$ cat config.mk
export PLATFORM = sky130hd
export DESIGN_NAME = mcu_periph_top
export DESIGN_NICKNAME = d
export VERILOG_FILES = /design/src/mcu_periph_pkg.sv /design/src/cpu_bus_decoder.sv /design/src/mailbox_regs.sv /design/src/ms_timer.sv /design/src/dataslot_cmd.sv /design/src/mcu_periph_top.sv
export SDC_FILE = /design/constraint.sdc
export NUM_CORES = 2
export LEC_CHECK = 0
export BUFFER_PORTS_ARGS = -buffer_cell sky130_fd_sc_hd__buf_2
export CORE_MARGIN = 4
export CORE_UTILIZATION = 65
export CTS_CLUSTER_SIZE = 8
export DETAILED_ROUTE_END_ITERATION = 10
export GPL_TIMING_DRIVEN = 0
export PLACE_DENSITY = 0.86
export SYNTH_ARGS = -nofsm -noshare
export SYNTH_HDL_FRONTEND = slang
export SYNTH_SLANG_ARGS = --single-unit
$ cat constraint.sdc
create_clock -name clk_sys -period 5.25 [get_ports clk_sys]
set_input_delay 1.05 -clock clk_sys [delete_from_list [all_inputs] [get_ports clk_sys]]
set_output_delay 1.05 -clock clk_sys [all_outputs]
set_load 0.005 [all_outputs]
$ cat src/mcu_periph_pkg.sv
// Shared widths, address region bases and register offsets for the MCU peripheral block
`default_nettype none

package mcu_periph_pkg;

	// Bus and register widths
	localparam int DATA_W = 32;
	localparam int ADDR_W = 32;
	localparam int OFFS_W = 8;   // Byte offset inside one 256-byte region

	// Upper address bits that select a region
	localparam logic [ADDR_W-OFFS_W-1:0] CPU_REG_BASE   = '1;          // CPU side, FFFFFFxx
	localparam logic [ADDR_W-OFFS_W-1:0] HOST_MBOX_BASE = 24'hF00000;  // Host side, F00000xx

	// Mailbox
	localparam int MBOX_COUNT = 8;                   // Offsets 00 to 1C, one word each
	localparam int MBOX_IDX_W = $clog2(MBOX_COUNT);

	// Dataslot field widths
	localparam int SLOT_ID_W  = 16;
	localparam int SLOT_ERR_W = 3;

	// Dataslot register offsets
	localparam logic [OFFS_W-1:0] OFFS_SLOT_ID     = 8'h80;
	localparam logic [OFFS_W-1:0] OFFS_SLOT_ADDR   = 8'h84;  // Bridge address
	localparam logic [OFFS_W-1:0] OFFS_SLOT_LEN    = 8'h88;
	localparam logic [OFFS_W-1:0] OFFS_SLOT_OFFSET = 8'h8C;
	// Control on write, status on read
	localparam logic [OFFS_W-1:0] OFFS_SLOT_CTRL   = 8'h90;

	// Timer register offsets
	localparam logic [OFFS_W-1:0] OFFS_TICK_PERIOD = 8'h98;  // Clocks per millisecond minus one
	localparam logic [OFFS_W-1:0] OFFS_MS_COUNT    = 8'hC4;
	localparam logic [OFFS_W-1:0] OFFS_IRQ_THRESH  = 8'hC8;
	localparam logic [OFFS_W-1:0] OFFS_IRQ_MASK    = 8'hF4;

endpackage

`default_nettype wire

$ cat src/cpu_bus_decoder.sv
// CPU command decode into block select strobes, one-cycle response and read data mux
`timescale 1ns/100ps
`default_nettype none

module cpu_bus_decoder import mcu_periph_pkg::*; (
	input  logic              clk_sys,
	input  logic              reset_n,
	input  logic              cmd_valid,
	input  logic [ADDR_W-1:0] cmd_addr,
	input  logic [DATA_W-1:0] mbox_rd_data,
	input  logic [DATA_W-1:0] timer_rd_data,
	input  logic [DATA_W-1:0] slot_rd_data,
	output logic              mbox_sel,
	output logic              timer_sel,
	output logic              slot_sel,
	output logic [OFFS_W-1:0] reg_offset,
	output logic              rsp_ready,
	output logic [DATA_W-1:0] rsp_data
);

	logic in_region;   // Upper address bits match the register region
	logic hit_mbox;
	logic hit_timer;
	logic hit_slot;
	// Block that owns the response in the next cycle
	logic mbox_q;
	logic timer_q;
	logic slot_q;

	assign reg_offset = cmd_addr[OFFS_W-1:0];
	assign in_region  = cmd_addr[ADDR_W-1:OFFS_W] == CPU_REG_BASE;

	// Classify the offset, anything else stays unmapped
	always_comb begin
		hit_mbox  = 1'b0;
		hit_timer = 1'b0;
		hit_slot  = 1'b0;
		// Mailbox is the word-aligned block at the bottom of the region
		if (reg_offset[1:0] == 2'b00 && reg_offset < OFFS_W'(MBOX_COUNT * 4)) begin
			hit_mbox = 1'b1;
		end
		case (reg_offset)
			OFFS_SLOT_ID, OFFS_SLOT_ADDR, OFFS_SLOT_LEN,
			OFFS_SLOT_OFFSET, OFFS_SLOT_CTRL: begin
				hit_slot = 1'b1;
			end
			OFFS_TICK_PERIOD, OFFS_MS_COUNT,
			OFFS_IRQ_THRESH, OFFS_IRQ_MASK: begin
				hit_timer = 1'b1;
			end
			default: begin
			end
		endcase
	end

	// Strobes last only for the command cycle
	assign mbox_sel  = cmd_valid && in_region && hit_mbox;
	assign timer_sel = cmd_valid && in_region && hit_timer;
	assign slot_sel  = cmd_valid && in_region && hit_slot;

	always_ff @(posedge clk_sys or negedge reset_n) begin
		if (!reset_n) begin
			rsp_ready <= 1'b0;
			mbox_q    <= 1'b0;
			timer_q   <= 1'b0;
			slot_q    <= 1'b0;
		end else begin
			rsp_ready <= cmd_valid;   // Every command answers, mapped or not
			mbox_q    <= mbox_sel;
			timer_q   <= timer_sel;
			slot_q    <= slot_sel;
		end
	end

	// One-hot AND-OR mux, no owner gives zero
	assign rsp_data = ({DATA_W{mbox_q}}  & mbox_rd_data)
	                | ({DATA_W{timer_q}} & timer_rd_data)
	                | ({DATA_W{slot_q}}  & slot_rd_data);

endmodule

`default_nettype wire

$ cat src/mailbox_regs.sv
// Eight mailbox registers shared by the CPU bus and the host bridge
`timescale 1ns/100ps
`default_nettype none

module mailbox_regs import mcu_periph_pkg::*; (
	input  logic              clk_sys,
	input  logic              reset_n,
	input  logic              mbox_sel,
	input  logic              cmd_wr,
	input  logic [OFFS_W-1:0] reg_offset,
	input  logic [DATA_W-1:0] cmd_wr_data,
	input  logic              bridge_wr,
	input  logic              bridge_rd,
	input  logic [ADDR_W-1:0] bridge_addr,
	input  logic [DATA_W-1:0] bridge_wr_data,
	output logic [DATA_W-1:0] mbox_rd_data,
	output logic [DATA_W-1:0] bridge_rd_data
);

	logic [DATA_W-1:0]     mbox [MBOX_COUNT];
	logic [DATA_W-1:0]     host_rd_q;    // First host read stage
	logic                  host_hit;     // Host address inside the mailbox window
	logic [MBOX_IDX_W-1:0] host_idx;
	logic [MBOX_IDX_W-1:0] cpu_idx;

	assign host_hit = bridge_addr[ADDR_W-1:OFFS_W] == HOST_MBOX_BASE
	               && bridge_addr[OFFS_W-1:0] < OFFS_W'(MBOX_COUNT * 4);
	assign host_idx = bridge_addr[2 +: MBOX_IDX_W];   // Word index
	assign cpu_idx  = reg_offset[2 +: MBOX_IDX_W];

	// Per-register priority, host write beats a CPU write to the same word
	always_ff @(posedge clk_sys or negedge reset_n) begin
		if (!reset_n) begin
			for (int i = 0; i < MBOX_COUNT; i++) begin
				mbox[i] <= '0;
			end
		end else begin
			for (int i = 0; i < MBOX_COUNT; i++) begin
				if (bridge_wr && host_hit && host_idx == MBOX_IDX_W'(i)) begin
					mbox[i] <= bridge_wr_data;
				end else if (mbox_sel && cmd_wr && cpu_idx == MBOX_IDX_W'(i)) begin
					mbox[i] <= cmd_wr_data;
				end
			end
		end
	end

	// CPU read, one stage. Host read, two stages held until the next read
	always_ff @(posedge clk_sys or negedge reset_n) begin
		if (!reset_n) begin
			mbox_rd_data   <= '0;
			host_rd_q      <= '0;
			bridge_rd_data <= '0;
		end else begin
			if (mbox_sel && !cmd_wr) begin
				mbox_rd_data <= mbox[cpu_idx];
			end
			if (bridge_rd && host_hit) begin
				host_rd_q <= mbox[host_idx];
			end
			bridge_rd_data <= host_rd_q;   // Holds while the first stage holds
		end
	end

endmodule

`default_nettype wire

$ cat src/ms_timer.sv
// Millisecond counter with programmable tick period, threshold interrupt and mask
`timescale 1ns/100ps
`default_nettype none

module ms_timer import mcu_periph_pkg::*; (
	input  logic              clk_sys,
	input  logic              reset_n,
	input  logic              timer_sel,
	input  logic              cmd_wr,
	input  logic [OFFS_W-1:0] reg_offset,
	input  logic [DATA_W-1:0] cmd_wr_data,
	output logic [DATA_W-1:0] timer_rd_data,
	output logic              timer_irq
);

	logic [DATA_W-1:0] tick_period;
	logic [DATA_W-1:0] tick_cnt;
	logic [DATA_W-1:0] ms_count;
	logic [DATA_W-1:0] irq_thresh;
	logic              irq_mask;
	logic              irq_armed;   // Set by a threshold write, cleared by a count write
	logic              irq_flag;    // Count has reached the threshold
	logic              ms_step;
	logic              count_clr;

	assign ms_step   = tick_cnt == tick_period;   // Period plus one clocks per step
	assign count_clr = timer_sel && cmd_wr && reg_offset == OFFS_MS_COUNT && cmd_wr_data[0];

	always_ff @(posedge clk_sys or negedge reset_n) begin
		if (!reset_n) begin
			tick_cnt <= '0;
			ms_count <= '0;
			irq_flag <= 1'b0;
		end else if (count_clr) begin
			tick_cnt <= '0;
			ms_count <= '0;
			irq_flag <= 1'b0;
		end else if (ms_step) begin
			tick_cnt <= '0;
			ms_count <= ms_count + 1'b1;
			if (irq_thresh != '0 && ms_count >= irq_thresh) begin
				irq_flag <= 1'b1;   // Zero threshold never fires
			end
		end else begin
			tick_cnt <= tick_cnt + 1'b1;
		end
	end

	// Register writes and registered read data
	always_ff @(posedge clk_sys or negedge reset_n) begin
		if (!reset_n) begin
			tick_period   <= '0;
			irq_thresh    <= '0;
			irq_mask      <= 1'b0;
			irq_armed     <= 1'b0;
			timer_rd_data <= '0;
		end else if (timer_sel && cmd_wr) begin
			case (reg_offset)
				OFFS_TICK_PERIOD: tick_period <= cmd_wr_data;
				OFFS_MS_COUNT:    irq_armed   <= 1'b0;
				OFFS_IRQ_THRESH: begin
					irq_thresh <= cmd_wr_data;
					irq_armed  <= 1'b1;
				end
				OFFS_IRQ_MASK:    irq_mask    <= cmd_wr_data[0];
				default: begin
				end
			endcase
		end else if (timer_sel) begin
			case (reg_offset)
				OFFS_TICK_PERIOD: timer_rd_data <= tick_period;
				OFFS_MS_COUNT:    timer_rd_data <= ms_count;
				OFFS_IRQ_THRESH:  timer_rd_data <= irq_thresh;
				OFFS_IRQ_MASK:    timer_rd_data <= {{(DATA_W-1){1'b0}}, irq_mask};
				default:          timer_rd_data <= '0;
			endcase
		end
	end

	assign timer_irq = irq_flag && irq_armed && irq_mask;

endmodule

`default_nettype wire

$ cat src/dataslot_cmd.sv
// Dataslot parameter registers, read and write command pulses, status readback and done interrupt
`timescale 1ns/100ps
`default_nettype none

module dataslot_cmd import mcu_periph_pkg::*; (
	input  logic                  clk_sys,
	input  logic                  reset_n,
	input  logic                  slot_sel,
	input  logic                  cmd_wr,
	input  logic [OFFS_W-1:0]     reg_offset,
	input  logic [DATA_W-1:0]     cmd_wr_data,
	input  logic                  target_dataslot_ack,
	input  logic                  target_dataslot_done,
	input  logic [SLOT_ERR_W-1:0] target_dataslot_err,
	output logic [DATA_W-1:0]     slot_rd_data,
	output logic                  target_dataslot_read,
	output logic                  target_dataslot_write,
	output logic [SLOT_ID_W-1:0]  target_dataslot_id,
	output logic [DATA_W-1:0]     target_dataslot_bridgeaddr,
	output logic [DATA_W-1:0]     target_dataslot_length,
	output logic [DATA_W-1:0]     target_dataslot_slotoffset,
	output logic                  slot_irq
);

	logic done_q;    // Previous done, for edge detect
	logic irq_en;
	logic ctrl_wr;
	logic ctrl_rd;

	assign ctrl_wr = slot_sel && cmd_wr && reg_offset == OFFS_SLOT_CTRL;
	assign ctrl_rd = slot_sel && !cmd_wr && reg_offset == OFFS_SLOT_CTRL;

	// Parameters and read data
	always_ff @(posedge clk_sys or negedge reset_n) begin
		if (!reset_n) begin
			target_dataslot_id         <= '0;
			target_dataslot_bridgeaddr <= '0;
			target_dataslot_length     <= '0;
			target_dataslot_slotoffset <= '0;
			slot_rd_data               <= '0;
		end else if (slot_sel && cmd_wr) begin
			case (reg_offset)
				OFFS_SLOT_ID:     target_dataslot_id         <= cmd_wr_data[SLOT_ID_W-1:0];
				OFFS_SLOT_ADDR:   target_dataslot_bridgeaddr <= cmd_wr_data;
				OFFS_SLOT_LEN:    target_dataslot_length     <= cmd_wr_data;
				OFFS_SLOT_OFFSET: target_dataslot_slotoffset <= cmd_wr_data;
				default: begin
				end
			endcase
		end else if (slot_sel) begin
			case (reg_offset)
				OFFS_SLOT_ID:     slot_rd_data <= {{(DATA_W-SLOT_ID_W){1'b0}}, target_dataslot_id};
				OFFS_SLOT_ADDR:   slot_rd_data <= target_dataslot_bridgeaddr;
				OFFS_SLOT_LEN:    slot_rd_data <= target_dataslot_length;
				OFFS_SLOT_OFFSET: slot_rd_data <= target_dataslot_slotoffset;
				// Status word {ack, done, err}
				OFFS_SLOT_CTRL:   slot_rd_data <= {{(DATA_W-SLOT_ERR_W-2){1'b0}},
				                                   target_dataslot_ack, target_dataslot_done,
				                                   target_dataslot_err};
				default:          slot_rd_data <= '0;
			endcase
		end
	end

	// Command pulses, enable and done interrupt
	always_ff @(posedge clk_sys or negedge reset_n) begin
		if (!reset_n) begin
			target_dataslot_read  <= 1'b0;
			target_dataslot_write <= 1'b0;
			irq_en                <= 1'b0;
			done_q                <= 1'b0;
			slot_irq              <= 1'b0;
		end else begin
			target_dataslot_read  <= ctrl_wr && cmd_wr_data[0];
			// Read wins if both bits are set, one command at a time
			target_dataslot_write <= ctrl_wr && cmd_wr_data[1] && !cmd_wr_data[0];
			if (ctrl_wr) begin
				irq_en <= cmd_wr_data[2];
			end
			done_q <= target_dataslot_done;
			if (ctrl_rd) begin
				slot_irq <= 1'b0;   // Status read acknowledges
			end else if (target_dataslot_done && !done_q && irq_en) begin
				slot_irq <= 1'b1;
			end
		end
	end

endmodule

`default_nettype wire

$ cat src/mcu_periph_top.sv
// Peripheral block top: CPU bus decoder, mailbox, millisecond timer and dataslot command unit
`timescale 1ns/100ps
`default_nettype none

module mcu_periph_top import mcu_periph_pkg::*; (
	input  logic                  clk_sys,
	input  logic                  reset_n,
	// CPU data bus
	input  logic                  cmd_valid,
	input  logic                  cmd_wr,
	input  logic [ADDR_W-1:0]     cmd_addr,
	input  logic [DATA_W-1:0]     cmd_wr_data,
	output logic                  rsp_ready,
	output logic [DATA_W-1:0]     rsp_data,
	// Host bridge, mailbox window only
	input  logic                  bridge_wr,
	input  logic                  bridge_rd,
	input  logic [ADDR_W-1:0]     bridge_addr,
	input  logic [DATA_W-1:0]     bridge_wr_data,
	output logic [DATA_W-1:0]     bridge_rd_data,
	// Dataslot target interface
	output logic                  target_dataslot_read,
	output logic                  target_dataslot_write,
	input  logic                  target_dataslot_ack,
	input  logic                  target_dataslot_done,
	input  logic [SLOT_ERR_W-1:0] target_dataslot_err,
	output logic [SLOT_ID_W-1:0]  target_dataslot_id,
	output logic [DATA_W-1:0]     target_dataslot_bridgeaddr,
	output logic [DATA_W-1:0]     target_dataslot_length,
	output logic [DATA_W-1:0]     target_dataslot_slotoffset,
	// Interrupt levels
	output logic                  timer_irq,
	output logic                  slot_irq
);

	logic              mbox_sel;
	logic              timer_sel;
	logic              slot_sel;
	logic [OFFS_W-1:0] reg_offset;     // Shared by all blocks
	logic [DATA_W-1:0] mbox_rd_data;
	logic [DATA_W-1:0] timer_rd_data;
	logic [DATA_W-1:0] slot_rd_data;

	cpu_bus_decoder i_decoder (
		.clk_sys, .reset_n,
		.cmd_valid, .cmd_addr,
		.mbox_rd_data, .timer_rd_data, .slot_rd_data,
		.mbox_sel, .timer_sel, .slot_sel,
		.reg_offset,
		.rsp_ready, .rsp_data
	);

	mailbox_regs i_mailbox (
		.clk_sys, .reset_n,
		.mbox_sel, .cmd_wr, .reg_offset, .cmd_wr_data,
		.bridge_wr, .bridge_rd, .bridge_addr, .bridge_wr_data,
		.mbox_rd_data, .bridge_rd_data
	);

	ms_timer i_timer (
		.clk_sys, .reset_n,
		.timer_sel, .cmd_wr, .reg_offset, .cmd_wr_data,
		.timer_rd_data, .timer_irq
	);

	dataslot_cmd i_dataslot (
		.clk_sys, .reset_n,
		.slot_sel, .cmd_wr, .reg_offset, .cmd_wr_data,
		.target_dataslot_ack, .target_dataslot_done, .target_dataslot_err,
		.slot_rd_data,
		.target_dataslot_read, .target_dataslot_write,
		.target_dataslot_id, .target_dataslot_bridgeaddr,
		.target_dataslot_length, .target_dataslot_slotoffset,
		.slot_irq
	);

endmodule

`default_nettype wire

==> key figures <==
Synth
  – Syn_area_per_cell: 11.2 sq um
  – Yosys reg bits: 668
  – Compound-Gate Fraction of Synth Area: 0.0964
  – Mux contribution to synthesized area: 0.243
  – Synth area leaders: dfrtp_1, mux4_2, mux2i_1
  – EDFF count, synth: 0
  – Post-synth top area share: 0.488
  – Area leader, netlist: dfrtp_1
  – Ys flop type: dfrtp_1
  – Post-Synth XOR/XNOR Area: 0.0210
  – Synth Area in Adders: 0.0124
  – Sequential cell area fraction in the yosys report: 0.488
  – Synth unique cells: 56
  – Post-synthesis simple-gate area fraction: 0.0980
  – Mapped Nets: 3234
  – Cells after Synth: 3061
  – Largest family of logic cells by synthesized area: multiplexers
  – Post-synthesis cell area: 34300 sq um
  – Ys Warns: 0
  – Async S/R FF share, synth: 1.00

Placement
  – GPL Wtd Cong: 1.06
  – # port buffers: 282
  – Placed cells: 4028
  – HPWL Detailed: 82.9 mm

Final layout
  – Area grow syn2layout: 14.2%
  – Max FFs per register: 256
  – Layout Nets: 3616
  – Util after Layout: 0.757
  – Fillers: 3250
  – Final std cells w/o fill: 4137
  – Top reg by flops: i_mailbox.mbox
  – Layout cells sized above 1: 0.230

STA
  – Final Hold Violating Endpoints: 0
  – Setup violators final: 0
  – Fin. max-slew vios: 0
  – Fin crit share: 0.753
  – Worst slew pin tran: 1230 ps
  – RSZ-0062 raised after global routing: no
  – Worst Skew: 23.9 ps
  – Peak Freq: 253 MHz
  – Final Critical Period: 3950 ps
  – Setup tns final: 0 ps
  – Slew headroom: 0.174

CTS
  – Total CTS buffers: 93
  – CTS tree: built
  – Total of cells resized after clock tree synthesis: 0
  – Htree depth: 3
  – Setup bufs post-CTS: 0
  – Hold buffer count at CTS: 0
  – Worst-Skew Late Latency: 650 ps
  – Clock Sinks: 668
  – Clock Tree Buf Depth: 3
  – Clock-pin slew on the worst setup and hold paths: 50 ps
  – Root Driver: clkbuf_16

Floorplan
  – Die ar.: 56500 sq um
  – Die width: 238 um
  – Io pins: 320
  – Starting density of the core: 0.663
  – Core ar.: 51700 sq um
  – Rows: 83
  – Die height: 238 um

Critical path
  – WP data required: 5760 ps
  – Worst path most repeated cell: buf_2
  – CP Max Fanout: 10
  – Setup crit start: cmd_addr[16]
  – CP Launch Type: input port
  – Reg-to-reg startpoint: i_timer.tick_period[31]
  – Crit path capture type: flop
  – Worst path arrival time: 4470 ps
  – CP max stage delay: 1120 ps
  – Family with the most delay on the worst path: simple AND/OR/NAND/NOR gates
  – Critical path's slowest cell: nor3_1
  – Setup Crit Path Kind: in -> reg
  – CP cell instances: buf_2 -> nand4_1 -> nor4_2 -> nand3_1 -> nor3_1 -> buf_2 -> mux2_2
  – Buffers & Inverters on Critical Path: 2

Power
  – Power Dens Cells: 282 nW/um^2
  – Leakage: 17.9 nW
  – Worst VDD drop: 303 uV
  – Total power: 0.0110 W

Global routing
  – Total grt overflow: 0
  – First-pass GRT wire length: 178 mm
  – Number of global-route vias before repair: 29700
  – Initial antenna violation count: 8
  – Pin count of the biggest net entering global routing: 123
  – Tot GR Track Use: 0.413

Worst hold path
  – Hold Path Class: reg -> reg
  – Hold Crit Start: i_mailbox.host_rd_q[5]

Detailed routing
  – Number of DRC markers in iteration 0: 4241
  – Overall routed net length: 118 mm
  – Via-to-Cell Ratio: 7.04
  – DRT antenna net count: 0
  – Routed len/inst: 28.4 um
  – Vias post-DR: 29100
  – DRC viols: 0
  – Drt pass-1 iters: 9

Flow run
  – Maxcap violations: 0

Outcome
  – Status: finished clean
[stage by stage]
step	setup WS, ps	hold slack (ps)	area, sq um
after floorplan	2340	354	34300
after global placement	-10270	361	36500
after detailed placement	798	363	36700
after CTS	1470	372	39100
after global routing	1330	384	39100
final	1300	369	39100
[area by class of cell]
type | count | area, sq um | share of cell area
antenna | 7 | 17.5 | 0.000447
buffer | 274 | 1140 | 0.0292
clock buffer | 97 | 2410 | 0.0615
clock inverter | 5 | 47.5 | 0.00121
inverter | 78 | 293 | 0.00748
multi-input combinational | 2041 | 16100 | 0.412
sequential | 668 | 16700 | 0.427
tap | 680 | 851 | 0.0217
timing repair buffer | 287 | 1560 | 0.0398
[cell usage after synthesis, drive strengths merged (2+ instances only)]
master and number:
o31ai 19, mux2i 323, nand4 28, ha 34, nand3 34, nor2b 5, or3 4, o21ai 377
mux2 163, or4 4, a22oi 21, a2111oi 2, inv 78, xor2 53, xnor2 29, a222oi 49
nor3 24, a21oi 65, nor3b 2, nand3b 3, nand2 430, nor2 107, clkbuf 190, a211oi 2
mux4 144, and4 13, or2 3, buf 84, a221oi 3, a31oi 3, a22o 15, nor4b 3
a31o 5, and2 3, dfrtp 668, a21o 2, nor4 37, nand2b 7, and3 19
[kinds of logic (layout without fill, tap and decap cells)]
kind of cell             after synthesis  after routing
AND/OR/NAND/NOR                      729            729
flip-flops                           668            668
multiplexers                         630            630
AO/OA/AOI/OAI                        566            566
buffers and inverters                352            741
XOR/XNOR                              82             82
adder cells (fa/ha/maj)               34             34
other                                  0              7
[routing by layer]
| metal | vias to the layer above | global-route usage | part of all wire |
|---|---|---|---|
| met5 | - | 0 | 0.00048 |
| met4 | 8 | 0.245 | 0.069 |
| met3 | 599 | 0.127 | 0.13 |
| met2 | 2409 | 0.640 | 0.46 |
| met1 | 14300 | 0.516 | 0.34 |
| li1 | 11800 | - | - |
[final timing paths]
| check | end | slack, ps | cells after the start |
|---|---|---|---|
| hold / removal | i_mailbox.bridge_rd_data[5] | 370 | 0 |
| hold reg to reg | i_mailbox.bridge_rd_data[5] | 370 | 0 |
| max in group asynchronous | i_mailbox.bridge_rd_data[21] | 3190 | 3 |
| min in group asynchronous | i_decoder.rsp_ready | 380 | 1 |
| setup / recovery | i_dataslot.target_dataslot_bridgeaddr[11] | 1300 | 7 |
| setup reg to reg | i_timer.ms_count[23] | 2190 | 8 |
[where the power goes]
group / total, W / switching [W] / internal [W]
combinational: 0.000491 / 0.000364 / 0.000126
sequential: 0.00516 / 0.00000130 / 0.00516
clock: 0.00538 / 0.00219 / 0.00319
total: 0.0110 / 0.00256 / 0.00847
[cells in the final DEF, fill, tap and decap left out, types with 15 or more instances in the layout]
cell | netlist | final
o21ai_0 | 279 | 279
buf_1 | 15 | 15
inv_1 | 78 | 78
nor2_1 | 99 | 99
dfrtp_1 | 668 | 668
buf_2 | 64 | 345
and3_1 | 19 | 19
a22oi_1 | 21 | 21
mux4_2 | 144 | 144
mux2_2 | 147 | 147
xor2_1 | 53 | 53
nand2_1 | 430 | 430
mux2i_1 | 323 | 323
o31ai_1 | 19 | 19
a222oi_1 | 49 | 49
o21ai_1 | 98 | 98
nand4_1 | 28 | 28
ha_1 | 34 | 34
clkbuf_1 | 178 | 179
nand3_1 | 34 | 34
clkbuf_16 | 0 | 96
a22o_1 | 15 | 15
xnor2_1 | 29 | 29
mux2_1 | 16 | 16
a21oi_1 | 65 | 65
nor4_1 | 34 | 34
Power figures use the tool's default switching activity.
